$ cat src/hdl/pattern_pkg.sv
// **********************************************************
// Pattern writer shared definitions.
// Pixel, coordinate and address types, the sequencer states
// and the pixel size to address shift decode.
// **********************************************************
`default_nettype none

package pattern_pkg;

    typedef logic        [31:0] pixel_t;       // One pixel color word.
    typedef logic signed [13:0] coord_t;       // Signed pixel coordinate.
    typedef logic signed [15:0] dim_t;         // Bitmap width or height.
    typedef logic        [31:0] mem_base_t;    // Bitmap base in pixels.
    typedef logic        [31:0] mem_addr_t;    // Widest byte address.
    typedef logic        [2:0]  pix_bytes_t;   // Bytes per pixel, 1, 2 or 4.
    typedef logic        [1:0]  byte_shift_t;  // Address shift, 0, 1 or 2.

    // Frame scan states.
    typedef enum logic [1:0] {
        SEQ_IDLE,                              // Waiting for a button.
        SEQ_FRAME_START,                       // Rewind the scan.
        SEQ_DRAW                               // One pixel per free cycle.
    } seq_state_t;

    // Turn the pixel size into a left shift for byte addressing.
    function automatic byte_shift_t pixel_shift(input pix_bytes_t bytes);
        byte_shift_t shift;
        case (bytes)
            3'd2:    shift = 2'd1;             // 16 bit pixels.
            3'd4:    shift = 2'd2;             // 32 bit pixels.
            default: shift = 2'd0;             // 8 bit or unknown size.
        endcase
        return shift;
    endfunction

endpackage

`default_nettype wire

$ cat src/hdl/pixel_addr_pipe.sv
// **********************************************************
// Pixel address pipeline.
// Three stages from (x, y) to a byte address, base plus
// y times width plus x, scaled by the pixel size.
// **********************************************************
`default_nettype none

module pixel_addr_pipe #(
    parameter int ADDR_W = 24                    // Write address width.
) (
    input  logic                    CMD_CLK,
    input  logic                    reset,
    input  logic                    draw_valid,
    input  pattern_pkg::coord_t     draw_x,
    input  pattern_pkg::coord_t     draw_y,
    input  pattern_pkg::pixel_t     draw_color,
    input  pattern_pkg::mem_base_t  mem_base,    // Bitmap origin in pixels.
    input  pattern_pkg::dim_t       bitmap_width,
    input  pattern_pkg::pix_bytes_t pixel_bytes,
    output logic                    push,
    output logic [ADDR_W-1:0]       push_addr,   // Byte address.
    output pattern_pkg::pixel_t     push_data
);

    import pattern_pkg::*;

    logic        v1, v2;                         // Valid per stage.
    coord_t      x1, y1, x2;
    pixel_t      c1, c2;
    mem_base_t   row2;                           // Row start in pixels.
    byte_shift_t shift;

    always_comb shift = pixel_shift(pixel_bytes);

    // Valid bits.
    always_ff @(posedge CMD_CLK) begin
        if (reset) begin
            v1   <= 1'b0;
            v2   <= 1'b0;
            push <= 1'b0;
        end else begin
            v1   <= draw_valid;
            v2   <= v1;
            push <= v2;
        end
    end

    // **********************************************************
    // Data path.
    // **********************************************************
    always_ff @(posedge CMD_CLK) begin
        // Stage 1 registers the pixel.
        x1 <= draw_x;
        y1 <= draw_y;
        c1 <= draw_color;
        // Stage 2 computes the row address.
        row2 <= mem_base + mem_base_t'(y1 * bitmap_width);
        x2   <= x1;
        c2   <= c1;
        // Stage 3 adds the column and scales to bytes.
        push_addr <= ADDR_W'((row2 + mem_base_t'(x2)) << shift);
        push_data <= c2;
    end

endmodule

`default_nettype wire

$ cat config.mk
export PLATFORM = sky130hd
export DESIGN_NAME = pixel_addr_pipe
export DESIGN_NICKNAME = d
export VERILOG_FILES = /design/src/hdl/pattern_pkg.sv /design/src/hdl/pixel_addr_pipe.sv
export SDC_FILE = /design/constraint.sdc
export NUM_CORES = 1
export LEC_CHECK = 0
export BUFFER_PORTS_ARGS = -buffer_cell sky130_fd_sc_hd__buf_2
export CORE_UTILIZATION = 66
export CTS_BUF_LIST = sky130_fd_sc_hd__clkbuf_8
export DETAILED_ROUTE_END_ITERATION = 12
export PLACE_DENSITY = 0.89
export SLEW_MARGIN = 5
export SYNTH_ARGS = -nofsm -noshare
export SYNTH_HDL_FRONTEND = slang
export SYNTH_SLANG_ARGS = --single-unit
export TNS_END_PERCENT = 100
$ cat constraint.sdc
create_clock -name CMD_CLK -period 18.8 [get_ports CMD_CLK]
set_clock_uncertainty 0.1 [all_clocks]
set_input_delay 3.76 -clock CMD_CLK [delete_from_list [all_inputs] [get_ports CMD_CLK]]
set_output_delay 3.76 -clock CMD_CLK [all_outputs]
set_load 0.005 [all_outputs]
======== Yosys cells after proc, flatten, opt, wreduce, memory -nomap -nowiden ========
Index checks and enable logic that the tools add are counted.
operators by class
  $add $sub $neg .......................... 2
  $mul .................................... 1
  eq/ne operators ......................... 2
  shift operators ......................... 1
  muxes and demuxes ....................... 1
operator list
  cell                                            count
  adder 32 bit                                    2
  left shift 32 x 2 -> 24 bit                     1
  multiplier 14 x 16 -> 30 bit                    1
  case mux 2 bit (2 select lines)                 1
  == test 3 x 2 -> 1 bit (second input constant)  1
  == test 3 bit (second input constant)           1
word-level totals
  register bits ........................... 197
  input port bits ......................... 114
  output and inout port bits .............. 57
  logic and storage cells ................. 18

======== Logic depth before layout (Yosys ltp) ========
Gate-level depths: netlist (run 1).
  depth in word-level cells ............... 3
  mapped depth ............................ 31
  mapped depth without buffers ............ 30

======== Least setup slack after synthesis (run 1) ========
No wires, ideal clock.
  kind .................................... input-to-reg
  start ................................... in bitmap_width[5]
  end ..................................... reg row2[23]
  setup time .............................. 125 ps
  arrival time ............................ 10550 ps
  required time ........................... 18575 ps
  setup slack ............................. 8024 ps
  cell stages on the path ................. 31
  buffers on the path ..................... 1
  cell sequence ........................... clkbuf_1 > and2_1 > fa_1 > inv_1 > fa_1 > inv_1 > fa_1 > inv_1 > fa_1 > inv_1 > fa_1 > inv_1 > fa_1 > inv_1 > ha_1 > o21a_1 > o21ai_0 > a21oi_2 > a311oi_2 > o21ai_2 > and2_2 > o21a_1 > nor2_1 > xnor2_1 > ha_1 > a21oi_1 > nand2b_1 > o311a_1 > a311oi_1 > xnor2_1 > xnor2_1
on the way
  cells in the longest elaborated chain, start to end .. 2
ends and longest elaborated chain
  item                          RTL line               text
  from (decl)                   pixel_addr_pipe.sv:18  input pattern_pkg::dim_t bitmap_width,
  multiplier 14 x 16 -> 30 bit  pixel_addr_pipe.sv:57  row2 <= mem_base + mem_base_t'(y1 * bitmap_width);
  adder 32 bit                  pixel_addr_pipe.sv:57
  to (signal assigned)          pixel_addr_pipe.sv:57
  to (decl)                     pixel_addr_pipe.sv:30  mem_base_t row2;
Every way passes these cells.
A chain may end at the register's enable or synchronous reset.

======== Worst setup path in the final report (run 1) ========
Same ends and word-level chain as after synthesis.

==> results of run 1 <==
==> flip-flops by register name (all words and copies together) (netlist names), 14 cells and up <==
register,flops
push_data,32
c1,32
push_addr,24
x1,14
x2,14
row2,24
c2,32
y1,14
==> worst paths after layout <==
path / end / from / slack (ps)
hold reg to reg: c2[30] / c1[30] / 220
setup reg to reg: row2[23] / y1[4] / 10840
hold / removal: c2[30] / c1[30] / 220
setup / recovery: row2[23] / bitmap_width[5] / 7920
==> logic make-up after synthesis <==
family | after synthesis
xor+xnor | 77
buf+inv | 281
compound gates | 188
mux | 2
flops | 189
fa+ha+maj | 285
simple gates | 365
==> per-stage QoR <==
stage	util [%]	setup WS [ps]	cells	hold slack (ps)	area, sq um
5_1_grt	75.81	7543	1811	228.4	15000
6_report	75.83	7924	1812	221.6	15000
2_1_floorplan	-	8024	1387	209.6	13530
3_3_place_gp	73.49	7621	1778	209.8	14540
4_1_cts	75.80	7941	1810	217.4	14990
3_5_place_dp	73.49	7532	1778	212.1	14540
==> synth_stat cells (2+ instances only) <==
cell                        count
sky130_fd_sc_hd__and2_1       119
sky130_fd_sc_hd__a31o_2         3
sky130_fd_sc_hd__a211oi_1       4
sky130_fd_sc_hd__a21boi_0       3
sky130_fd_sc_hd__ha_1         111
sky130_fd_sc_hd__nand3_1        6
sky130_fd_sc_hd__a311oi_1       2
sky130_fd_sc_hd__nand2_1      121
sky130_fd_sc_hd__or2_2          3
sky130_fd_sc_hd__o31a_1         3
sky130_fd_sc_hd__nor2_1        48
sky130_fd_sc_hd__or3_1          4
sky130_fd_sc_hd__inv_1        244
sky130_fd_sc_hd__a21oi_2        2
sky130_fd_sc_hd__fa_1         174
sky130_fd_sc_hd__o2111ai_1      2
sky130_fd_sc_hd__a41oi_1        3
sky130_fd_sc_hd__nor2b_1       14
sky130_fd_sc_hd__mux2i_1        2
sky130_fd_sc_hd__o22ai_1        3
sky130_fd_sc_hd__a21oi_1       62
sky130_fd_sc_hd__nor3_1        13
sky130_fd_sc_hd__o221ai_1       3
sky130_fd_sc_hd__a211o_1        2
sky130_fd_sc_hd__clkbuf_1      37
sky130_fd_sc_hd__o21ai_0       26
sky130_fd_sc_hd__nand2b_1      15
sky130_fd_sc_hd__o21a_1        13
sky130_fd_sc_hd__nand4_1        3
sky130_fd_sc_hd__a31oi_1       11
sky130_fd_sc_hd__a2111oi_0      2
sky130_fd_sc_hd__a21o_1        15
sky130_fd_sc_hd__xnor2_1       65
sky130_fd_sc_hd__xor2_1        12
sky130_fd_sc_hd__dfxtp_1      189
sky130_fd_sc_hd__a221o_1        2
sky130_fd_sc_hd__o21bai_1      10
sky130_fd_sc_hd__o211ai_1       3
sky130_fd_sc_hd__and3_1         9
==> per-layer routing <==
metal	up-vias	global-route usage [%]	part of all wire (%)
met5	-	0	0
met4	0	12.32	3.4
met3	85	5.252	6.5
met2	412	48.85	51
met1	4698	32.51	40
li1	4648	-	-
==> layout make-up <==
type	instances	area share (%)
clock inverters	15	1.493
repair buffers	163	5.455
inverters	244	6.106
clock buffers	17	1.560
diodes	2	0.03337
flip-flops and latches	189	25.23
multi-input cells	917	57.92
well taps	265	2.211
==> results by stage, run 1 <==
Clock network:
- Clock tree synthesis selected as its root buffer the cell sky130_fd_sc_hd__clkbuf_8.
- The hold buffer count at CTS is 0.
- The quantity of gates resized following cts is 0.
- The maximum buffer depth of the clock tree is 2.
- Clock-pin slew was measured on the worst setup and hold paths at 110 ps.
- The post-CTS setup-driven buffer insertion count is 0.
- The H-tree was split into 4 levels.
- TritonCTS built the clock tree.
- TritonCTS created 17 clock buffers.
- At the later pin of the worst-skew pair, clock insertion delay measures 470 ps.
- The total number of clock tree sinks is 189.

Finish:
- The multi-input gate area in the final layout is 8687 sq um.
- The layout has 1305 filler cells.
- Leaving out fill and tap cells, the most frequent cell in the layout is sky130_fd_sc_hd__inv_1.
- The top cell types in the final layout, fill and taps aside, are 244 x sky130_fd_sc_hd__inv_1, 189 x sky130_fd_sc_hd__dfxtp_1, 174 x sky130_fd_sc_hd__fa_1.
- The area growth from synthesis to layout is 10.90%.
- In the final design database the tool counted 1931 nets.
- Of the cells placed in the final design, the portion with a size suffix greater than 1 is 13.66%.
- The sequential cells in the finished layout cover a total of 3784 sq um.

Synth:
- After Yosys synthesis, full adders, half adders and majority gates account for 36.02% of the synthesized area.
- In the synthesized netlist, the number of instances is 1387.
- The number of different library cells used by synthesis comes to 63.
- Summing the areas of all xor and xnor instances in the mapped netlist gives 4.986% of the synthesized area.
- The cell area after synthesis is 13530 sq um.
- Multiplexer cells account for 0.1480% of the synthesized area.
- Synthesis inferred 189 register bits.
- The Yosys warning count is 0.
- The portion of synthesized cell area occupied by the leading cell type is 27.97%.
- The simple-gate area share of the yosys netlist is 13.77%.
- The synthesized design spends more area on one cell type than any other, namely sky130_fd_sc_hd__dfxtp_1.
- For this run, the register share of the synthesized area comes to 27.97%.
- By area the synthesized netlist is led by sky130_fd_sc_hd__dfxtp_1 28%, sky130_fd_sc_hd__fa_1 26%, sky130_fd_sc_hd__ha_1 10%.
- The synthesized-area fraction occupied by ao, oa, aoi and oai cells is 9.306%.
- The synthesized design contains 0 enable-type register cells.
- In this run the mean area of a mapped cell was 9.752 sq um.
- The largest family of logic cells by synthesized area is adder cells.
- The most used flip-flop cell after synthesis is sky130_fd_sc_hd__dfxtp_1.
- In the synthesized netlist the async set-or-reset flop fraction comes to 0%.
- When the netlist entered floorplanning its net count stood at 1786.

Detailed routing:
- In the final routed layout, each cell accounts on average for 15.32 microns.
- The iteration count of the initial detailed-routing pass is 5.
- The first routing iteration left 506 violations.
- Across all layers, the routed design uses 9843 vias.
- The remaining design rule violation count is 0.
- The remaining antenna violation count after routing is 0.
- The final routed wirelength across all metal layers is 27.76 mm.
- The number of vias per cell is 5.432.

Worst setup path:
- The highest-delay cell along the critical path is sky130_fd_sc_hd__fa_1.
- The endpoint required time on the critical path is 19040 ps.
- The startpoint class of the critical path is an input port.
- The top cell family by delay on the critical path is adder cells.
- The worst endpoint data arrival time is 11120 ps.
- The critical path is of the in -> reg type.
- The number of cells on the worst reg-to-reg path is 30.
- The critical path buffer and inverter count is 7.
- The critical path crosses 31 cells after its start point.
- The largest single stage delay on the critical path is 540 ps.
- The type of element capturing the critical path is a flip-flop.
- Along the worst path, the maximum fanout reaches 14.

Timing:
- The relative slew slack is 38.62%.
- Setup repair after global routing left no endpoint under its margin.
- After layout, the minimum clock period comes to 10880 ps.
- The final-report max-slew violation count came to 0.
- The achievable frequency is 91.94 MHz.
- The final number of setup-violating endpoints is 0.
- The final count of hold timing violations is 0.
- Adding up every negative setup slack in the final design gives 0 ps.
- The worst-margin pin slew is 918.5 ps.
- The final critical path takes up 57.85% of the cycle.

Placed design:
- Detailed placement finished with a half-perimeter wire length of 21.87 mm.
- The congestion estimate from routability-driven global placement came to 0.9232.
- Port buffering added 162 buffers.

Outcome:
- The run finished with clean final reports.

Floorplanning:
- The horizontal die dimension is 145.2 microns.
- Row generation in the floorplan step produced 51 rows.
- For this configuration, the core starts out at a cell density of 68.37%.
- The area of the die is 21070 sq um.
- The number of top-level pins is 171.
- The total area inside the core boundary comes to 19780 sq um.
- The die extent in y is 145.2 microns.

Global routing:
- The maximum number of pins on one net before global-route repair is 32.
- The total global routing track utilization is 27.60%.
- The number of antenna violations at the first check in global routing was 1.
- The first global-routing pass estimated 46.27 mm of wire.
- The total global routing overflow is 0.
- The number of global-route vias before repair is 10230.

Hold path:
- Counting instances, the worst hold path has a depth of 0.
- The class of the tightest hold or removal check is reg -> reg.

Flow run:
- The reported max-cap violation count is 0.
Power of run 1 is left out: the tool's default activity adds up to more than one toggle a clock period on the data nets, which glitch-free logic cannot reach.
==> inputs of run 2 (changes only) <==
--- a/config.mk
+++ b/config.mk
@@ -6,10 +6,10 @@
 export NUM_CORES = 1
 export LEC_CHECK = 0
 export BUFFER_PORTS_ARGS = -buffer_cell sky130_fd_sc_hd__buf_2
-export CORE_UTILIZATION = 66
+export CORE_UTILIZATION = 55
 export CTS_BUF_LIST = sky130_fd_sc_hd__clkbuf_8
 export DETAILED_ROUTE_END_ITERATION = 12
-export PLACE_DENSITY = 0.89
+export PLACE_DENSITY = 0.79
 export SLEW_MARGIN = 5
 export SYNTH_ARGS = -nofsm -noshare
 export SYNTH_HDL_FRONTEND = slang
==> constraint.sdc (replaced) <==
create_clock -name CMD_CLK -period 10 [get_ports CMD_CLK]
set_clock_uncertainty 0.1 [all_clocks]
set_input_delay 2 -clock CMD_CLK [delete_from_list [all_inputs] [get_ports CMD_CLK]]
set_output_delay 2 -clock CMD_CLK [all_outputs]
set_load 0.005 [all_outputs]
==> run 2 against run 1 <==
  * The run now ends with design-rule violations left
  * Cell count up 3.3%
  * Clock-buffer cell count stayed put
  * Flip-flop and latch count did not move
  * Final area up 0.52%
  * First-iteration DRC count grew 7.7%
  * Worst setup slack worse by 6900 ps
==> results by stage, run 2 (synthesis gave the netlist of run 1 again) <==
Floorplanning:
- The area of the die is 25220 sq um (+20%).
- The horizontal die dimension is 158.8 microns (+9.4%).
- The initial core utilization came to 55.78% (-13 points).
- The number of top-level pins came to 171 (unchanged).
- The row count is 57 (+12%).
- The area of the core region is 24250 sq um (+23%).
- The die extent in y came to 158.8 microns (+9.4%).

Detailed routing:
- The via count was 9674 (-1.7%).
- The final routed wirelength across all metal layers is 27.29 mm (-1.7%).
- The remaining antenna violation count after routing was 0 (unchanged).
- The remaining design rule violation count was 4 (+4).
- The count of routing violations after the opening detailed-route iteration is 545 (+7.7%).
- The wire length per cell is 14.58 microns (-4.8%).
- The iteration count of the initial detailed-routing pass is 9 (+4).
- The number of vias per cell came to 5.170 (-4.8%).

Worst setup path:
- The worst endpoint data arrival time is 9270 ps (-1850 ps).
- The critical-path maximum fanout is 14 (unchanged).
- The kind of critical path is in -> reg.
- The critical path's largest stage delay is 530 ps (about the same).
- The most critical setup path has its startpoint at bitmap_width[5].
- The highest-delay cell along the critical path is sky130_fd_sc_hd__fa_1.
- The endpoint required time on the critical path came to 10240 ps (-8800 ps).
- In this run the critical register-to-register path is launched from y1[4].
- The worst setup path is captured at a flip-flop.
- The worst setup path is launched from an input port.

Timing:
- The time the final worst path needs with I/O delays and setup is 9025 ps.
- The final number of setup-violating endpoints came to 0 (unchanged).
- The relative slew slack is 35.14% (-3.5 points).
- The worst-margin pin slew is 948.3 ps (+29.79 ps).
- The total negative slack was 0 ps (unchanged).
- Derived from the worst setup path, the maximum achievable clock frequency is 110.8 MHz.
- The ratio of final minimum period to clock period is 90.25%.
- Setup repair after global routing left no endpoint under its margin.
- The final-report max-slew violation count is 0 (unchanged).
- The final count of hold timing violations came to 0 (unchanged).

Finish:
- The top cell types in the final layout, fill and taps aside, are 244 x sky130_fd_sc_hd__inv_1, 189 x sky130_fd_sc_hd__dfxtp_1, 174 x sky130_fd_sc_hd__fa_1.
- The largest registers in the layout are c1: 32 flops, c2: 32 flops, push_data: 32 flops.
- The number of nets in the finished design is 1931 (unchanged).
- The layout overhead on the synthesized area is 11.47%.
- The final design utilization is 62.18% (-14 points).
- Leaving out fill and tap cells, the most frequent cell in the layout is sky130_fd_sc_hd__inv_1.
- The final instance count without filler cells is 1871 (+3.3%).
- The share of final-layout standard cells stronger than drive strength 1 is 13.66% (unchanged).

Hold path:
- The class of the tightest hold or removal check is reg -> reg.
- The worst hold path startpoint is c2[26].

Placed design:
- The half-perimeter wire length after detailed placement is 21.73 mm (-0.62%).
- The number of port buffers is 162 (unchanged).
- The number of placed cells counting well taps was 1837 (+3.3%).
- The last weighted congestion value of the routability-driven placer was 0.8520 (-7.7%).

Clock network:
- The H-tree depth came to 4 (unchanged).
- The maximum buffer depth of the clock tree came to 2 (unchanged).
- The total number of clock tree sinks is 189 (unchanged).
- The hold buffer count at CTS came to 0 (unchanged).
- The post-CTS setup-driven buffer insertion count is 0 (unchanged).
- The TritonCTS clock tree is yes.
- The total clock buffers created by CTS is 17 (unchanged).
- The clock-pin slew reported for the worst setup and hold paths after clock tree synthesis came to 120 ps (about the same).
- The clock latency reported for the late side of the worst-skew pair came to 470 ps (about the same).
- The quantity of gates resized following cts was 0 (unchanged).
- The tree is rooted in a sky130_fd_sc_hd__clkbuf_8.

Global routing:
- The total global routing overflow is 0 (unchanged).
- The first-pass GRT wire length is 46.63 mm (+0.78%).
- The total global routing track utilization is 22.87% (-4.7 points).
- The number of global-route vias before repair is 10210 (-0.25%).
- The number of antenna violations at the first check in global routing is 1 (unchanged).
- The maximum number of pins on one net before global-route repair is 32 (unchanged).

Outcome:
- The run finished, with violations left.
- The final reports fail on design-rule violations.

Flow run:
- The reported max-cap violation count is 0 (unchanged).
==> run 2: through the flow <==
stage | cell area (sq um) | setup WS [ps] | hold slack, ps
floorplan | 13530 | 984.4 | 209.6
global route | 15070 | 547.2 | 221.2
detailed placement | 14610 | 450.0 | 212.1
global placement | 14610 | 562.7 | 209.5
finish | 15080 | 974.6 | 213.3
CTS | 15070 | 962.2 | 219.9
==> run 2: area by class of cell <==
type / count / area (sq um)
Antenna cell: 2 / 5.005
Tap cell: 324 / 405.4
Multi-Input combinational cell: 917 / 8687
Clock buffer: 17 / 234.0
Timing Repair Buffer: 163 / 818.3
Fill cell: 2063 / 9171
Clock inverter: 15 / 227.7
Sequential cell: 189 / 3784
Inverter: 244 / 915.9
==> run 2: final timing paths <==
check / cells after the start / endpoint / slack (ps)
setup / recovery: 31 / row2[23] / 970
hold / removal: 0 / push_data[26] / 210
hold reg to reg: 0 / push_data[26] / 210
setup reg to reg: 30 / row2[23] / 2120
==> run 2: worst max-delay path, delay by kind of cell <==
kind	cells	cell delay, ps
and+or+nand+nor	4	690
buffers and inverters	7	500
AOI/OAI and AO/OA	9	1980
xor gates and xnor gates	3	410
adders and majority gates	8	3700
==> run 2: per-layer routing <==
metal  vias to the layer above  part of all wire (%)  global-route usage [%]
li1                       4649                     -                       -
met3                        68                   5.4                   3.762
met4                         0                   2.9                   8.252
met1                      4665                    42                   28.06
met5                         -                     0                       0
met2                       292                    50                   40.33
Power of run 2 is left out for the same reason.
