$ cat src/hdl/pattern_pkg.sv
// **********************************************************
// Pattern writer shared definitions.
// Pixel, coordinate and address types, the sequencer states
// and the pixel size to address shift decode.
// **********************************************************
`default_nettype none

package pattern_pkg;

    typedef logic        [31:0] pixel_t;       // One pixel color word.
    typedef logic signed [13:0] coord_t;       // Signed pixel coordinate.
    typedef logic signed [15:0] dim_t;         // Bitmap width or height.
    typedef logic        [31:0] mem_base_t;    // Bitmap base in pixels.
    typedef logic        [31:0] mem_addr_t;    // Widest byte address.
    typedef logic        [2:0]  pix_bytes_t;   // Bytes per pixel, 1, 2 or 4.
    typedef logic        [1:0]  byte_shift_t;  // Address shift, 0, 1 or 2.

    // Frame scan states.
    typedef enum logic [1:0] {
        SEQ_IDLE,                              // Waiting for a button.
        SEQ_FRAME_START,                       // Rewind the scan.
        SEQ_DRAW                               // One pixel per free cycle.
    } seq_state_t;

    // Turn the pixel size into a left shift for byte addressing.
    function automatic byte_shift_t pixel_shift(input pix_bytes_t bytes);
        byte_shift_t shift;
        case (bytes)
            3'd2:    shift = 2'd1;             // 16 bit pixels.
            3'd4:    shift = 2'd2;             // 32 bit pixels.
            default: shift = 2'd0;             // 8 bit or unknown size.
        endcase
        return shift;
    endfunction

endpackage

`default_nettype wire

$ cat src/hdl/rnd_gen.sv
// **********************************************************
// Free running 32 bit pseudo-random generator.
// XOR of a 37 bit cellular automaton and a 43 bit LFSR.
// **********************************************************
`default_nettype none

module rnd_gen (
    input  logic               CMD_CLK,
    input  logic               reset,
    output pattern_pkg::pixel_t rnd      // Registered random word.
);

    logic [36:0] casr;                   // Cellular automaton, rules 90/150.
    logic [42:0] lfsr;                   // Galois style LFSR.

    // **********************************************************
    // Shift register update.
    // **********************************************************
    always_ff @(posedge CMD_CLK) begin
        if (reset) begin
            casr <= 37'h1_0000_0000;     // Non zero start point.
            lfsr <= 43'h1_0000_0000;
        end else begin
            // Each cell takes its two neighbours, cell 27 also itself.
            casr <= {casr[35:0], casr[36]}
                  ^ {casr[0], casr[36:1]}
                  ^ (37'(casr[27]) << 27);
            // Rotate and feed the top bit into three taps.
            lfsr <= {lfsr[41:0], lfsr[42]}
                  ^ (43'(lfsr[42]) << 41)
                  ^ (43'(lfsr[42]) << 20)
                  ^ (43'(lfsr[42]) << 1);
        end
    end

    // Combine the low words of both generators.
    always_ff @(posedge CMD_CLK) begin
        rnd <= lfsr[31:0] ^ casr[31:0];
    end

endmodule

`default_nettype wire

$ cat src/hdl/pattern_sequencer.sv
// **********************************************************
// Pattern sequencer.
// Samples the buttons, scans the frame x fastest then y and
// picks each pixel color from a counter or from snow.
// **********************************************************
`default_nettype none

module pattern_sequencer (
    input  logic                CMD_CLK,
    input  logic                reset,
    input  logic [1:0]          buttons,        // Active low.
    input  pattern_pkg::dim_t   bitmap_width,
    input  pattern_pkg::dim_t   bitmap_height,
    input  logic                cache_busy,     // Write cache nearly full.
    output logic                draw_valid,     // One cycle per pixel.
    output pattern_pkg::coord_t draw_x,
    output pattern_pkg::coord_t draw_y,
    output pattern_pkg::pixel_t draw_color
);

    import pattern_pkg::*;

    seq_state_t  state;
    logic [1:0]  buttons_l;                     // Sampled buttons.
    coord_t      scan_x, scan_y;                // Next pixel position.
    logic [20:0] pix_cnt;                       // Emitted pixel count.
    logic        cnt_mode;                      // 1 = counter pattern, 0 = snow.
    logic        last_x, last_y;
    pixel_t      rnd;

    rnd_gen i_rnd_gen (
        .CMD_CLK (CMD_CLK),
        .reset   (reset),
        .rnd     (rnd)
    );

    // End of row and end of frame detection.
    always_comb begin
        last_x = dim_t'(scan_x) >= bitmap_width - 16'sd1;
        last_y = dim_t'(scan_y) >= bitmap_height - 16'sd1;
    end

    // **********************************************************
    // Scan FSM.
    // **********************************************************
    always_ff @(posedge CMD_CLK) begin
        if (reset) begin
            buttons_l  <= 2'b11;                // Released.
            state      <= SEQ_IDLE;
            scan_x     <= '0;
            scan_y     <= '0;
            pix_cnt    <= '0;
            cnt_mode   <= 1'b0;
            draw_valid <= 1'b0;
        end else begin
            buttons_l  <= buttons;
            draw_valid <= 1'b0;                 // Pulses only in SEQ_DRAW.
            case (state)
                SEQ_IDLE: begin
                    pix_cnt <= '0;              // Each press restarts the counter.
                    if (buttons_l != 2'b11) state <= SEQ_FRAME_START;
                end
                SEQ_FRAME_START: begin
                    scan_x   <= '0;
                    scan_y   <= '0;
                    cnt_mode <= buttons_l[0];   // Button 1 alone selects the counter.
                    if (buttons_l == 2'b11) state <= SEQ_IDLE;
                    else                    state <= SEQ_DRAW;
                end
                SEQ_DRAW: begin
                    if (!cache_busy) begin
                        draw_valid <= 1'b1;
                        pix_cnt    <= pix_cnt + 21'd1;
                        if (last_x) begin
                            scan_x <= '0;
                            if (last_y) state <= SEQ_FRAME_START;  // Frame done.
                            else        scan_y <= scan_y + 14'sd1;
                        end else begin
                            scan_x <= scan_x + 14'sd1;
                        end
                    end
                end
                default: state <= SEQ_IDLE;
            endcase
        end
    end

    // Pixel payload, valid when draw_valid is high.
    always_ff @(posedge CMD_CLK) begin
        draw_x     <= scan_x;
        draw_y     <= scan_y;
        draw_color <= cnt_mode ? {8'h00, pix_cnt[20:13], pix_cnt[16:1]} : rnd;
    end

endmodule

`default_nettype wire

$ cat config.mk
export PLATFORM = sky130hd
export DESIGN_NAME = pattern_sequencer
export DESIGN_NICKNAME = d
export VERILOG_FILES = /design/src/hdl/pattern_pkg.sv /design/src/hdl/rnd_gen.sv /design/src/hdl/pattern_sequencer.sv
export SDC_FILE = /design/constraint.sdc
export NUM_CORES = 1
export LEC_CHECK = 0
export BUFFER_PORTS_ARGS = -buffer_cell sky130_fd_sc_hd__buf_2
export CELL_PAD_IN_SITES_DETAIL_PLACEMENT = 1
export CELL_PAD_IN_SITES_GLOBAL_PLACEMENT = 2
export CORE_ASPECT_RATIO = 0.9
export CORE_MARGIN = 2
export CORE_UTILIZATION = 37
export CTS_CLUSTER_DIAMETER = 150
export CTS_CLUSTER_SIZE = 30
export DETAILED_ROUTE_END_ITERATION = 10
export GPL_ROUTABILITY_DRIVEN = 0
export GPL_TIMING_DRIVEN = 0
export PLACE_DENSITY_LB_ADDON = 0.1
export REMOVE_ABC_BUFFERS = 1
export SLEW_MARGIN = 15
export SYNTH_ARGS = -nofsm -noshare
export SYNTH_HDL_FRONTEND = slang
export SYNTH_SLANG_ARGS = --single-unit
$ cat constraint.sdc
create_clock -name CMD_CLK -period 5.9 [get_ports CMD_CLK]
set_input_delay 1.18 -clock CMD_CLK [delete_from_list [all_inputs] [get_ports CMD_CLK]]
set_output_delay 1.18 -clock CMD_CLK [all_outputs]
set_load 0.02 [all_outputs]
Word-level counts from Yosys, hierarchy flattened
Index checks and enable logic that the tools add are counted.

storage, ports and cells
  bits in read-only memories = 0
  register bits = 227
  memory bits (writable) = 0
  word-level logic and storage cells = 62
  latch bits = 0
  memories kept = 0

cells by class
  multiplexer cells = 17
  reductions and logical operators = 8
  shift operators = 0
  add/sub/neg operators = 5
  $mul = 0
  equality and inequality tests = 9
  bitwise gates (word level) = 7
  div/mod/pow operators = 0
  magnitude comparators = 2

operators with widths
  operator                                                               count
  14-bit two-way mux                                                     5
  14-bit one-hot mux with 2 select lines                                 2
  43-bit by 2-bit bitwise XOR with 43-bit output                         1
  43-bit by 21-bit bitwise XOR with 43-bit output                        1
  43-bit by 42-bit bitwise XOR with 43-bit output                        1
  21-bit one-hot mux with 2 select lines                                 1
  37-bit by 28-bit bitwise XOR with 37-bit output                        1
  37-bit bitwise XOR                                                     1
  14-bit by 16-bit greater-or-equal comparator with 1-bit output         2
  16-bit by 2-bit subtractor with 16-bit output (second input constant)  2
  32-bit bitwise XOR                                                     1
  14-bit by 2-bit adder with 14-bit output (second input constant)       2
  24-bit two-way mux                                                     1
  21-bit by 1-bit adder with 21-bit output (second input constant)       1
  21-bit two-way mux                                                     1
  2-bit != test (second input constant)                                  6
  2-bit two-way mux                                                      5
  4-bit AND reduction                                                    2
  2-bit one-hot mux with 3 select lines                                  1
  2-bit == test (second input constant)                                  2
  2-bit AND reduction                                                    2
  2-bit nonzero test                                                     2
  2-bit by 1-bit == test with 1-bit output (second input constant)       1
  2-bit logical NOT                                                      1
  3 further kinds                                                        3

Longest topological paths before layout
Gate-level depths: netlist (run 1).

  depth in word-level cells = 6
  mapped depth = 17
  mapped depth without buffers = 15

Hierarchy
Synthesis (run 1) repeated with hierarchy kept, for this count alone.

second synthesis, totals
  cell total of the unflattened synthesis = 875
  area, all modules = 8783.4 sq um

modules (own cells, without submodules)
  module             area each (sq um)  seq. area each (sq um)  times used  cells an instance
  pattern_sequencer  5439.0             2302.2                  1           601
  rnd_gen            3344.5             2242.2                  1           274

Worst setup path after synthesis (run 1)
OpenSTA, ideal clock, no wires.

  path type = input-to-reg
  from = input port bitmap_width[3]
  to = register scan_y[3]
  slack = 1446 ps
  setup time = 122 ps
  data arrival time = 4332 ps
  buffers on the path = 2
  stages on the path = 17
  cells stage by stage = nor3_1 -> nand2b_1 -> nor4_1 -> nand2_1 -> or2_2 -> nor3_1 -> xnor2_1 -> ha_1 -> buf_2 -> nand4_1 -> nor4_1 -> nor4_1 -> o21ai_0 -> and3b_2 -> a211oi_4 -> buf_6 -> a221o_1

between the ends
  cells in the longest elaborated chain, start to end = 4

RTL lines
  what                                                            line                     text
  start: declaration                                              pattern_sequencer.sv:12  input pattern_pkg::dim_t bitmap_width,
  16-bit by 2-bit subtractor with 16-bit output                   pattern_sequencer.sv:39  last_x = dim_t'(scan_x) >= bitmap_width - 16'sd1;
  14-bit by 16-bit greater-or-equal comparator with 1-bit output  pattern_sequencer.sv:39
  2-bit != test (no source line)                                  n/a
  4-bit AND reduction (no source line)                            n/a
  end signal: assignment                                          pattern_sequencer.sv:77  else scan_y <= scan_y + 14'sd1;
  end: declaration                                                pattern_sequencer.sv:25  coord_t scan_x, scan_y;

Every way passes these cells.
A chain may end at the register's enable or synchronous reset.

Worst setup path in the final report (run 1)
  from = input port bitmap_width[3]
  to = register scan_y[1]

Same word-level chain as after synthesis.

==> out/metrics.yaml, run 1 <==
multi_input_area_mm2: 0.00406
tns_ns: 0
grt_pass1_vias: 6234
hold_slack_ns: 0.415
p_per_area_mw_per_mm2: 346
grt_max_degree: 64
wl_per_cell_um: 15.1
coreArea_mm2: 0.0233
antenna_left: 0
fp-row-count: 53
yosysUniqueCellTypes: 52
cts_made_buffers: 11
vias: 6131
synth_top_area_share_pct: 51.6
end_kind: "flip-flop"
rsz0062_at_grt: "false"
synth-seq-cells: 227
cts-root-buf: "clkbuf_16"
grt_util_all_layers_pct: 15.5
clockBufferDepth: 3
syn2layout_area_growth_pct: 12.6
synth-edff-count: 0
final.fill_count: 2662
cts_sinks: 227
setup_viol: 0
stdcell_count: 1261
netlist_instances: 872
seq_area_frac_synth_pct: 51.6
hold_violations: 0
total_power_mw: 3.43
hold_class: "flip-flop to flip-flop"
critPathArrivalTime_ns: 5.43
skew_ns: 0.0333
antenna_found_initial: 0
p_int_mw: 2.45
start_util_pct: 37.7
die_height_um: 150
synth_top_area_cell: "dfxtp_1"
max_slew_margin_pct: 37.4
cp-start-kind: "input port"
post_cts_buffers: 0
syn_area_mm2: 0.00881
pwr-share-comb_pct: 18.3
status: "finished, final reports clean"
ff2ff_path_depth: 8
synthArstFlopShare_pct: 0
drive_gt1_share_pct: 16.3
drc_errors: 0
ir_worst_vdd_mv: 0.212
p_seq_share_pct: 57.6
ys_top_cells_by_area: "dfxtp_1, xnor2_1, ha_1, xor2_1, nor2_1"
dp.cells: 1249
detail_route.first_pass.iterations: 4
clk_pin_slew_worst_paths_ns: 0.11
whs_path_depth: 1
swShare_pct: 28.5
clk-insertion-delay-late_ns: 0.48
crit_fanout: 12
cp-startpoint: "bitmap_width[3]"
crit_required_ns: 6.33
nNetsFinal: 1034
ios: 98
grt_pass1_wl_um: 32100
min_period_over_period_pct: 84.7
synth_most_common_cell: "dfxtp_1"
ys.flop_type: "dfxtp_1"
cts_resized: 0
yosys_warnings: 0
cap_violations: 0
leakage_nw: 4.16
tightest_slew_ns: 0.936
ys_top_cells_by_count: "dfxtp_1, nor2_1, xnor2_1"
rr_startpoint: "scan_y[13]"
port-buffer-count: 97
p_sw_mw: 0.979
drtIter0Drc: 235
postCtsHoldBufs: 0
pwr-share-clk_pct: 24.1
dpl.hpwl_um: 13600
syn_area_per_cell_um2: 10.1
tritoncts: "done"
globalRouteOverflowTotal: 0
diodes: 0
period_minus_slack_ns: 5.00
htreeDepth: 1
die_area_mm2: 0.0251
max_freq_mhz: 200
seqCellArea_mm2: 0.00455
detail_route.vias_per_cell: 4.86
slew_violations: 0
wl_um: 19000
die_w_um: 167
holdCritStartpoint: "i_rnd_gen.lfsr[33]"
path_class: "input port to flip-flop"
==> cell usage in the layout (no fill, tap or decap), types with 12 or more instances in the layout <==
cell / n
inv_1: 24
nand3_1: 27
and3_1: 21
mux2_2: 22
dfxtp_1: 226
buf_2: 96
o21ai_0: 23
nand2_1: 51
nor4_1: 15
xor2_1: 49
nand4_1: 15
xnor2_1: 64
a21oi_1: 26
or2_2: 12
nor2b_1: 49
ha_1: 37
nor2_1: 86
nor3_1: 18
==> layer usage <==
| layer | vias to the layer above | track usage, % | share of wire, % |
|---|---|---|---|
| met2 | 64 | 24.8 | 43 |
| met3 | 21 | 2.26 | 2.8 |
| met1 | 2905 | 22.0 | 52 |
| met4 | 0 | 3.88 | 1.9 |
| met5 | - | 0 | 0 |
| li1 | 3141 | - | - |
==> state kept, by name, indices dropped and copies added (netlist names), 21 cells and up <==
name            cells
i_rnd_gen.lfsr     43
i_rnd_gen.casr     37
i_rnd_gen.rnd      32
pix_cnt            21
draw_color         32
==> worst paths after layout <==
| kind | end | slack, ns |
|---|---|---|
| max | scan_y[1] | 0.90 |
| min | i_rnd_gen.lfsr[34] | 0.41 |
| max reg2reg | scan_y[1] | 2.75 |
| min reg2reg | i_rnd_gen.lfsr[34] | 0.41 |
==> final cells by class <==
cell class / count / share of cell area (%)
Clock buffer: 11 / 2.77
Timing Repair Buffer: 100 / 5.55
Tap cell: 302 / 3.81
Inverter: 24 / 0.908
Multi-Input combinational cell: 596 / 41.0
Clock inverter: 1 / 0.164
Sequential cell: 227 / 45.8
==> kinds of logic (layout without fill, tap and decap cells) <==
group / Yosys count / in the layout / share of synthesized area (%)
AO/OA/AOI/OAI: 96 / 96 / 7.62
XOR/XNOR: 113 / 113 / 11.2
adder cells (fa/ha/maj): 37 / 37 / 5.26
buffers and inverters: 49 / 136 / 2.30
flip-flops: 227 / 227 / 51.6
multiplexers: 24 / 24 / 3.04
AND/OR/NAND/NOR: 326 / 326 / 18.9
==> stage by stage <==
| step | worst slack (ns) | instance area [um2] | utilization, % |
|---|---|---|---|
| floorplan | 1.43 | 8690 | - |
| global placement | 0.405 | 9560 | 40.9 |
| detailed placement | 0.380 | 9630 | 41.2 |
| CTS | 0.893 | 9920 | 42.5 |
| global route | 0.344 | 9920 | 42.5 |
| finish | 0.902 | 9920 | 42.5 |
==> worst max-delay path, stage by stage <==
cell,delay (ns)
buf_2,0.11
nor3_1,0.25
nand2b_1,0.15
nor4_1,0.29
nand2_1,0.13
or2_2,0.35
nor3_1,0.23
xnor2_1,0.12
ha_1,0.46
nand4_1,0.18
nor2_1,0.19
o22ai_1,0.10
o21ai_0,0.42
nand3b_1,0.23
nor2_1,0.76
a32o_1,0.27
==> power groups by stage <==
stage	registers [mW]	logic, mW	clock network, mW
floorplan	2.07	0.351	0
global placement	2.02	0.615	0
detailed placement	2.02	0.638	0
CTS	1.98	0.644	0.874
global route	2.02	0.700	0.925
finish	1.98	0.629	0.826
No activity file was read; power rests on OpenSTA's default activity.
==> run 2, diff against run 1 <==
--- a/config.mk
+++ b/config.mk
@@ -10,7 +10,7 @@
 export CELL_PAD_IN_SITES_GLOBAL_PLACEMENT = 2
 export CORE_ASPECT_RATIO = 0.9
 export CORE_MARGIN = 2
-export CORE_UTILIZATION = 37
+export CORE_UTILIZATION = 34
 export CTS_CLUSTER_DIAMETER = 150
 export CTS_CLUSTER_SIZE = 30
 export DETAILED_ROUTE_END_ITERATION = 10
==> constraint.sdc (replaced) <==
create_clock -name CMD_CLK -period 4.23 [get_ports CMD_CLK]
set_input_delay 0.846 -clock CMD_CLK [delete_from_list [all_inputs] [get_ports CMD_CLK]]
set_output_delay 0.846 -clock CMD_CLK [all_outputs]
set_load 0.02 [all_outputs]
==> run 2 against run 1 <==
  * Combinational power up 40%
  * Sequential share of layout area fell by 0.71 points
  * Critical path depth up 1
  * Worst hold slack improved by 0.016 ns
  * Core utilization shrank 2.7 points
  * Sequential power increased by 39%
  * Critical path type unchanged
  * Clock-buffer cell count did not move
  * Largest power group unchanged
  * Global-route usage decreased by 1.5 points
  * Power rose by 39%
  * First-iteration DRC count fell by 14%
  * Cell area is 1.6% higher
  * Setup slack got worse by 0.60 ns
==> out/metrics.yaml, run 2 (synthesized netlist as in run 1, its figures left out) <==
fp-row-count: 55  # was 53
detail_route.first_pass.iterations: 4  # unchanged
syn2layout_area_growth_pct: 14.4  # was 12.6%
globalRouteOverflowTotal: 0  # unchanged
cts_sinks: 227  # unchanged
die_w_um: 174  # was 167 um
clk-insertion-delay-late_ns: 0.48  # about the same
end_kind: "flip-flop"  # unchanged
place_area_mm2: 0.00967  # was 0.00963 mm2
p_sw_mw: 1.35  # was 0.979 mW
dr.max_layer_used: "met4"  # unchanged
pwr-share-clk_pct: 24.0  # was 24.1%
top_register: "i_rnd_gen.lfsr"  # unchanged
cp-start-kind: "input port"  # unchanged
ios: 98  # unchanged
die_height_um: 157  # was 150 um
nNetsFinal: 1038  # was 1034
skew_ns: 0.0186  # was 0.0333 ns
grt_pass1_vias: 6137  # was 6234
min_period_over_period_pct: 92.9
period_minus_slack_ns: 3.93
grt_util_all_layers_pct: 14.0  # was 15.5%
start_util_pct: 34.8  # was 37.7%
cp_slowest_cell: "a221o_2"  # was nor2_1
p_per_area_mw_per_mm2: 474  # was 346 mW/mm2
crit_chain: "buf_2 -> nor3_2 -> nand2b_1 -> nor4_4 -> nand2_1 -> or2_2 -> nor4_2 -> xnor2_1 -> ha_1 -> nand4_1 -> nor4_2 -> nor4_1 -> o21ai_1 -> and3b_2 -> a211oi_4 -> buf_12 -> a221o_2"  # was buf_2 -> nor3_1 -> nand2b_1 -> nor4_1 -> nand2_1 -> or2_2 -> nor3_1 -> xnor2_1 -> ha_1 -> nand4_1 -> nor2_1 -> o22ai_1 -> o21ai_0 -> nand3b_1 -> nor2_1 -> a32o_1
p_int_mw: 3.43  # was 2.45 mW
die_area_mm2: 0.0272  # was 0.0251 mm2
dp.cells: 1289  # was 1249
grt_pass1_wl_um: 31400  # was 32100 um
tns_ns: 0  # unchanged
reg_top3: "i_rnd_gen.lfsr x43, i_rnd_gen.casr x37"  # unchanged
htreeDepth: 1  # unchanged
coreArea_mm2: 0.0253  # was 0.0233 mm2
diodes: 0  # unchanged
ir_worst_vdd_mv: 0.359  # was 0.212 mV
rsz0062_at_grt: "false"  # unchanged
reg2reg_slack_ns: 1.31  # was 2.75 ns
clockBufferDepth: 3  # unchanged
crit_required_ns: 4.60  # was 6.33 ns
layout_commonest_cell: "dfxtp_1"  # unchanged
critical_path.max_stage_delay_ns: 0.37  # was 0.76 ns
max_slew_margin_pct: 53.4  # was 37.4%
dpl.hpwl_um: 13800  # was 13600 um
drtIter0Drc: 201  # was 235
p_seq_share_pct: 57.6  # about the same
crit_top_cell: "nor4_2"
tightest_slew_ns: 0.699  # was 0.936 ns
critPathArrivalTime_ns: 4.30  # was 5.43 ns
leakage_nw: 4.18  # was 4.16 nW
setup_viol: 0  # unchanged
cts-root-buf: "clkbuf_16"  # unchanged
stdcell_count: 1305  # was 1261
crit_fanout: 11  # was 12
swShare_pct: 28.3  # was 28.5%
total_power_mw: 4.78  # was 3.43 mW
path_class: "input port to flip-flop"  # unchanged
cts_made_buffers: 11  # unchanged
wl_per_cell_um: 14.6  # was 15.1 um
slew_violations: 0  # unchanged
largest_reg_flops: 43  # unchanged
wl_met3_um: 518  # was 536 um
fin_area_mm2: 0.0101  # was 0.00992 mm2
dr_wl_met2_um: 8600  # was 8250 um
hold_class: "flip-flop to flip-flop"  # unchanged
cap_violations: 0  # unchanged
wl_um: 19100  # was 19000 um
tritoncts: "done"  # unchanged
drive_gt1_share_pct: 17.4  # was 16.3%
grt_max_degree: 63  # was 64
max_freq_mhz: 255
drc_errors: 0  # unchanged
hold_violations: 0  # unchanged
port-buffer-count: 97  # unchanged
status: "finished, final reports clean"  # unchanged
critPathTopFamily: "simple AND/OR/NAND/NOR gates"  # unchanged
detail_route.vias_per_cell: 4.75  # was 4.86
wl_met1_um: 9650  # was 9870 um
cp_num_buf_inv: 2  # was 1
antenna_found_initial: 0  # unchanged
clk_pin_slew_worst_paths_ns: 0.11  # about the same
antenna_left: 0  # unchanged
layout_common_cells: "dfxtp_1, buf_2, nor2_1, xnor2_1, nand2_1"  # unchanged
vias: 6193  # was 6131
pwr-share-comb_pct: 18.4  # was 18.3%
==> run 2: changes by cell type in the layout (fill, tap and decap cells not counted), sizes merged <==
cell / change
buf: +4
==> run 2: area by class of cell <==
| type | instances | area [um2] |
|---|---|---|
| Multi-Input combinational cell | 596 | 4130 |
| Tap cell | 342 | 428 |
| Clock inverter | 1 | 16.3 |
| Timing Repair Buffer | 104 | 594 |
| Fill cell | 2892 | 15200 |
| Clock buffer | 11 | 275 |
| Sequential cell | 227 | 4550 |
| Inverter | 24 | 90.1 |
==> run 2: final timing paths <==
kind / from / endpoint / cells after the start
worst min-delay path: i_rnd_gen.lfsr[3] / i_rnd_gen.rnd[3] / 1
worst max register to register: scan_y[13] / scan_y[2] / 9
worst max-delay path: bitmap_width[3] / scan_y[2] / 17
worst min register to register: i_rnd_gen.lfsr[3] / i_rnd_gen.rnd[3] / 1
==> run 2: metrics by stage <==
stage / setup WS, ns / utilization (%) / hold WS, ns
6_report: 0.302 / 39.8 / 0.430
3_5_place_dp: -1.01 / 38.2 / 0.416
4_1_cts: 0.00819 / 39.5 / 0.433
5_1_grt: 0.00215 / 39.8 / 0.447
3_3_place_gp: -1.00 / 37.9 / 0.416
2_1_floorplan: 0.0948 / - / 0.376
==> run 2: worst register-to-register path, delay by kind of cell, from the launching register on <==
| family | cells | cell delay [ns] |
|---|---|---|
| AO/OA/AOI/OAI | 4 | 0.85 |
| adder cells (fa/ha/maj) | 1 | 0.40 |
| buffers and inverters | 1 | 0.18 |
| flip-flops | 1 | 0.44 |
| AND/OR/NAND/NOR | 3 | 0.95 |
==> run 2: power by group through the flow <==
| stage | sequential [mW] | combinational [mW] | clock (mW) |
|---|---|---|---|
| 5_1_grt | 2.81 | 0.984 | 1.29 |
| 2_1_floorplan | 2.89 | 0.490 | 0 |
| 3_3_place_gp | 2.82 | 0.853 | 0 |
| 6_report | 2.75 | 0.880 | 1.15 |
| 3_5_place_dp | 2.81 | 0.882 | 0 |
| 4_1_cts | 2.76 | 0.898 | 1.22 |
==> run 2: repair_timing <==
item,4_1_cts,5_1_grt
hold buffers,0,0
pin swaps,2,2
gates resized for setup,6,6
buffers inserted,1,3
endpoints found under the setup margin,26,30
==> run 2: per-layer routing <==
metal / vias up / global-route usage, %
li1: 3138 / -
met1: 2976 / 19.1
met2: 63 / 23.6
met3: 16 / 2.07
met4: 0 / 2.92
met5: - / 0
==> run 3, diff against run 2 <==
--- a/config.mk
+++ b/config.mk
@@ -12,11 +12,11 @@
 export CORE_MARGIN = 2
 export CORE_UTILIZATION = 34
 export CTS_CLUSTER_DIAMETER = 150
-export CTS_CLUSTER_SIZE = 30
 export DETAILED_ROUTE_END_ITERATION = 10
 export GPL_ROUTABILITY_DRIVEN = 0
 export GPL_TIMING_DRIVEN = 0
 export PLACE_DENSITY_LB_ADDON = 0.1
+export RECOVER_POWER = 25
 export REMOVE_ABC_BUFFERS = 1
 export SLEW_MARGIN = 15
 export SYNTH_ARGS = -nofsm -noshare
==> run 3 against run 2 <==
  * Worst hold slack got worse by 0.0091 ns
  * Setup slack improved by 0.023 ns
  * First-iteration DRC count grew 16%
  * Via count up 1.7%
  * Critical path depth is the same
  * Core utilization increased by 2.3 points
  * Clock-buffer cell count increased by 22
  * Clock skew fell by 0.0093 ns
  * Flip-flop and latch count unchanged
  * Sequential share of layout area down 2.4 points
  * Global-route usage up 0.40 points
  * Wire length grew 2.4%
  * Largest power group unchanged
==> out/metrics.yaml, run 3 (synthesized netlist as in run 1, its figures left out) <==
status: "finished, final reports clean"  # unchanged
swShare_pct: 26.7  # was 28.3%
cts-root-buf: "clkbuf_16"  # unchanged
nNetsFinal: 1050  # was 1038
hold_slack_ns: 0.421  # was 0.430 ns
max_slew_margin_pct: 2.06  # was 53.4%
pwr-share-comb_pct: 14.8  # was 18.4%
p_per_area_mw_per_mm2: 558  # was 474 mW/mm2
p_sw_mw: 1.59  # was 1.35 mW
max_freq_mhz: 256  # was 255 MHz
dpl.hpwl_um: 13800  # unchanged
total_power_mw: 5.94  # was 4.78 mW
layout_commonest_cell: "dfxtp_1"  # unchanged
crit_fanout: 11  # unchanged
rr_startpoint: "scan_y[13]"  # unchanged
period_minus_slack_ns: 3.91  # was 3.93 ns
detail_route.vias_per_cell: 4.71  # was 4.75
crit_required_ns: 4.65  # was 4.60 ns
cp-start-kind: "input port"  # unchanged
cts_sinks: 227  # unchanged
port-buffer-count: 97  # unchanged
clk-insertion-delay-late_ns: 0.53  # was 0.48 ns
hold_violations: 0  # unchanged
syn2layout_area_growth_pct: 20.9  # was 14.4%
start_util_pct: 34.8  # unchanged
drive_gt1_share_pct: 19.7  # was 17.4%
diodes: 0  # unchanged
globalRouteOverflowTotal: 0  # unchanged
leakage_nw: 4.47  # was 4.18 nW
setup_viol: 0  # unchanged
slew_violations: 0  # unchanged
rsz0062_at_grt: "false"  # unchanged
end_kind: "flip-flop"  # unchanged
cts_made_buffers: 25  # was 11
seqCellArea_mm2: 0.00454  # was 0.00455 mm2
clk_pin_slew_worst_paths_ns: 0.06  # was 0.11 ns
tritoncts: "done"  # unchanged
cap_violations: 0  # unchanged
skew_ns: 0.00929  # was 0.0186 ns
rr_endpoint: "scan_y[2]"  # unchanged
reg_top3: "i_rnd_gen.lfsr x43, i_rnd_gen.casr x37"  # unchanged
vias: 6299  # was 6193
dr_wl_met2_um: 8770  # was 8600 um
clockBufferDepth: 3  # unchanged
path_class: "input port to flip-flop"  # unchanged
wl_um: 19500  # was 19100 um
final.fill_count: 2855  # was 2892
largest_reg_flops: 43  # unchanged
multi_input_area_mm2: 0.00412  # was 0.00413 mm2
die_w_um: 174  # unchanged
top_register: "i_rnd_gen.lfsr"  # unchanged
min_period_over_period_pct: 92.3  # was 92.9%
htreeDepth: 1  # unchanged
p_int_mw: 4.35  # was 3.43 mW
coreArea_mm2: 0.0253  # unchanged
hold_path_end: "draw_x[0]"  # was i_rnd_gen.rnd[3]
tightest_slew_ns: 1.47  # was 0.699 ns
ff2ff_path_depth: 9  # unchanged
fp-row-count: 55  # unchanged
whs_path_depth: 0  # was 1
ir_worst_vdd_mv: 0.342  # was 0.359 mV
ios: 98  # unchanged
drtIter0Drc: 234  # was 201
layout_common_cells: "dfxtp_1, buf_2, nor2_1, xnor2_1, nand2_1"  # unchanged
die_height_um: 157  # unchanged
dr.max_layer_used: "met4"  # unchanged
wl_per_cell_um: 14.6  # about the same
drc_errors: 0  # unchanged
grt_util_all_layers_pct: 14.4  # was 14.0%
detail_route.first_pass.iterations: 4  # unchanged
grt_max_degree: 63  # unchanged
antenna_left: 0  # unchanged
hold_class: "flip-flop to flip-flop"  # unchanged
grt_pass1_vias: 6293  # was 6137
pwr-share-clk_pct: 38.8  # was 24.0%
p_seq_share_pct: 46.4  # was 57.6%
wl_met1_um: 9690  # was 9650 um
postCtsHoldBufs: 0  # unchanged
grt_pass1_wl_um: 32300  # was 31400 um
holdCritStartpoint: "scan_x[0]"  # was i_rnd_gen.lfsr[3]
reg2reg_slack_ns: 1.32  # was 1.31 ns
critPathArrivalTime_ns: 4.32  # was 4.30 ns
fin_ws_ns: 0.325  # was 0.302 ns
antenna_found_initial: 0  # unchanged
wl_met3_um: 654  # was 518 um
pre_cts_slack_ns: -1.01  # unchanged
die_area_mm2: 0.0272  # unchanged
-- run 3: cell types whose count changed in the layout (fill, tap and decap cells not counted), sizes merged --
cell / delta
bufinv: +3
inv: +3
clkbuf: +23
clkinv: +5
buf: -3
clkinvlp: +1
-- run 3: worst max-delay path by stage --
stage	start	endpoint	slack, ns	cells after the start
detailed placement	bitmap_width[3]	scan_y[1]	-1.01	16
floorplan	bitmap_width[3]	scan_y[2]	0.09	15
finish	bitmap_width[3]	scan_y[2]	0.32	17
global route	bitmap_width[3]	scan_y[2]	0.02	17
CTS	bitmap_width[3]	scan_y[2]	0.03	17
global placement	bitmap_width[3]	scan_y[1]	-1.00	16
-- run 3: stage by stage --
step	instance area [um2]	setup TNS, ns	utilization, %	instances
after floorplan	8690	0	-	847
after global placement	9610	-21.78	37.9	1286
after detailed placement	9670	-21.68	38.2	1289
after CTS	10600	0	41.9	1336
after global routing	10600	0	42.1	1337
final	10600	0	42.1	1337
-- run 3: repair_timing --
action,CTS,global route
pin swaps,1,2
endpoints found under the setup margin,22,30
buffers inserted,1,1
cloned,0,0
gates resized for setup,4,7
-- run 3: final cells by class --
type	instances	area share (%)
sequential	227	42.7
multi-input combinational	596	38.7
clock buffer	33	6.81
timing repair buffer	102	5.29
tap	342	4.02
clock inverter	13	1.64
inverter	24	0.846
-- run 3: layer usage --
metal	track usage (%)	up-vias
met5	0	-
met4	4.08	0
met3	2.50	27
met2	23.8	80
met1	19.4	3000
li1	-	3192
-- run 3: power by group through the flow --
stage                     registers [mW]  clock network (mW)  logic [mW]
after detailed placement            2.81                   0       0.882
after floorplan                     2.89                   0       0.490
after global routing                2.81                2.48       0.984
final                               2.76                2.30       0.880
after global placement              2.82                   0       0.853
after CTS                           2.77                2.40       0.901
-- run 3: worst max-delay path, stage by stage --
cell and delay [ns]:
buf_2 0.12, nor3_2 0.21, nand2b_1 0.17, nor4_4 0.19, nand2_1 0.16, or2_2 0.33
nor3_1 0.21, xnor2_1 0.14, ha_4 0.34, nand4_1 0.15, nor2_1 0.16, o22ai_1 0.11
o21ai_1 0.27, and3b_2 0.28, a211oi_4 0.08, buf_12 0.18, a221o_2 0.37
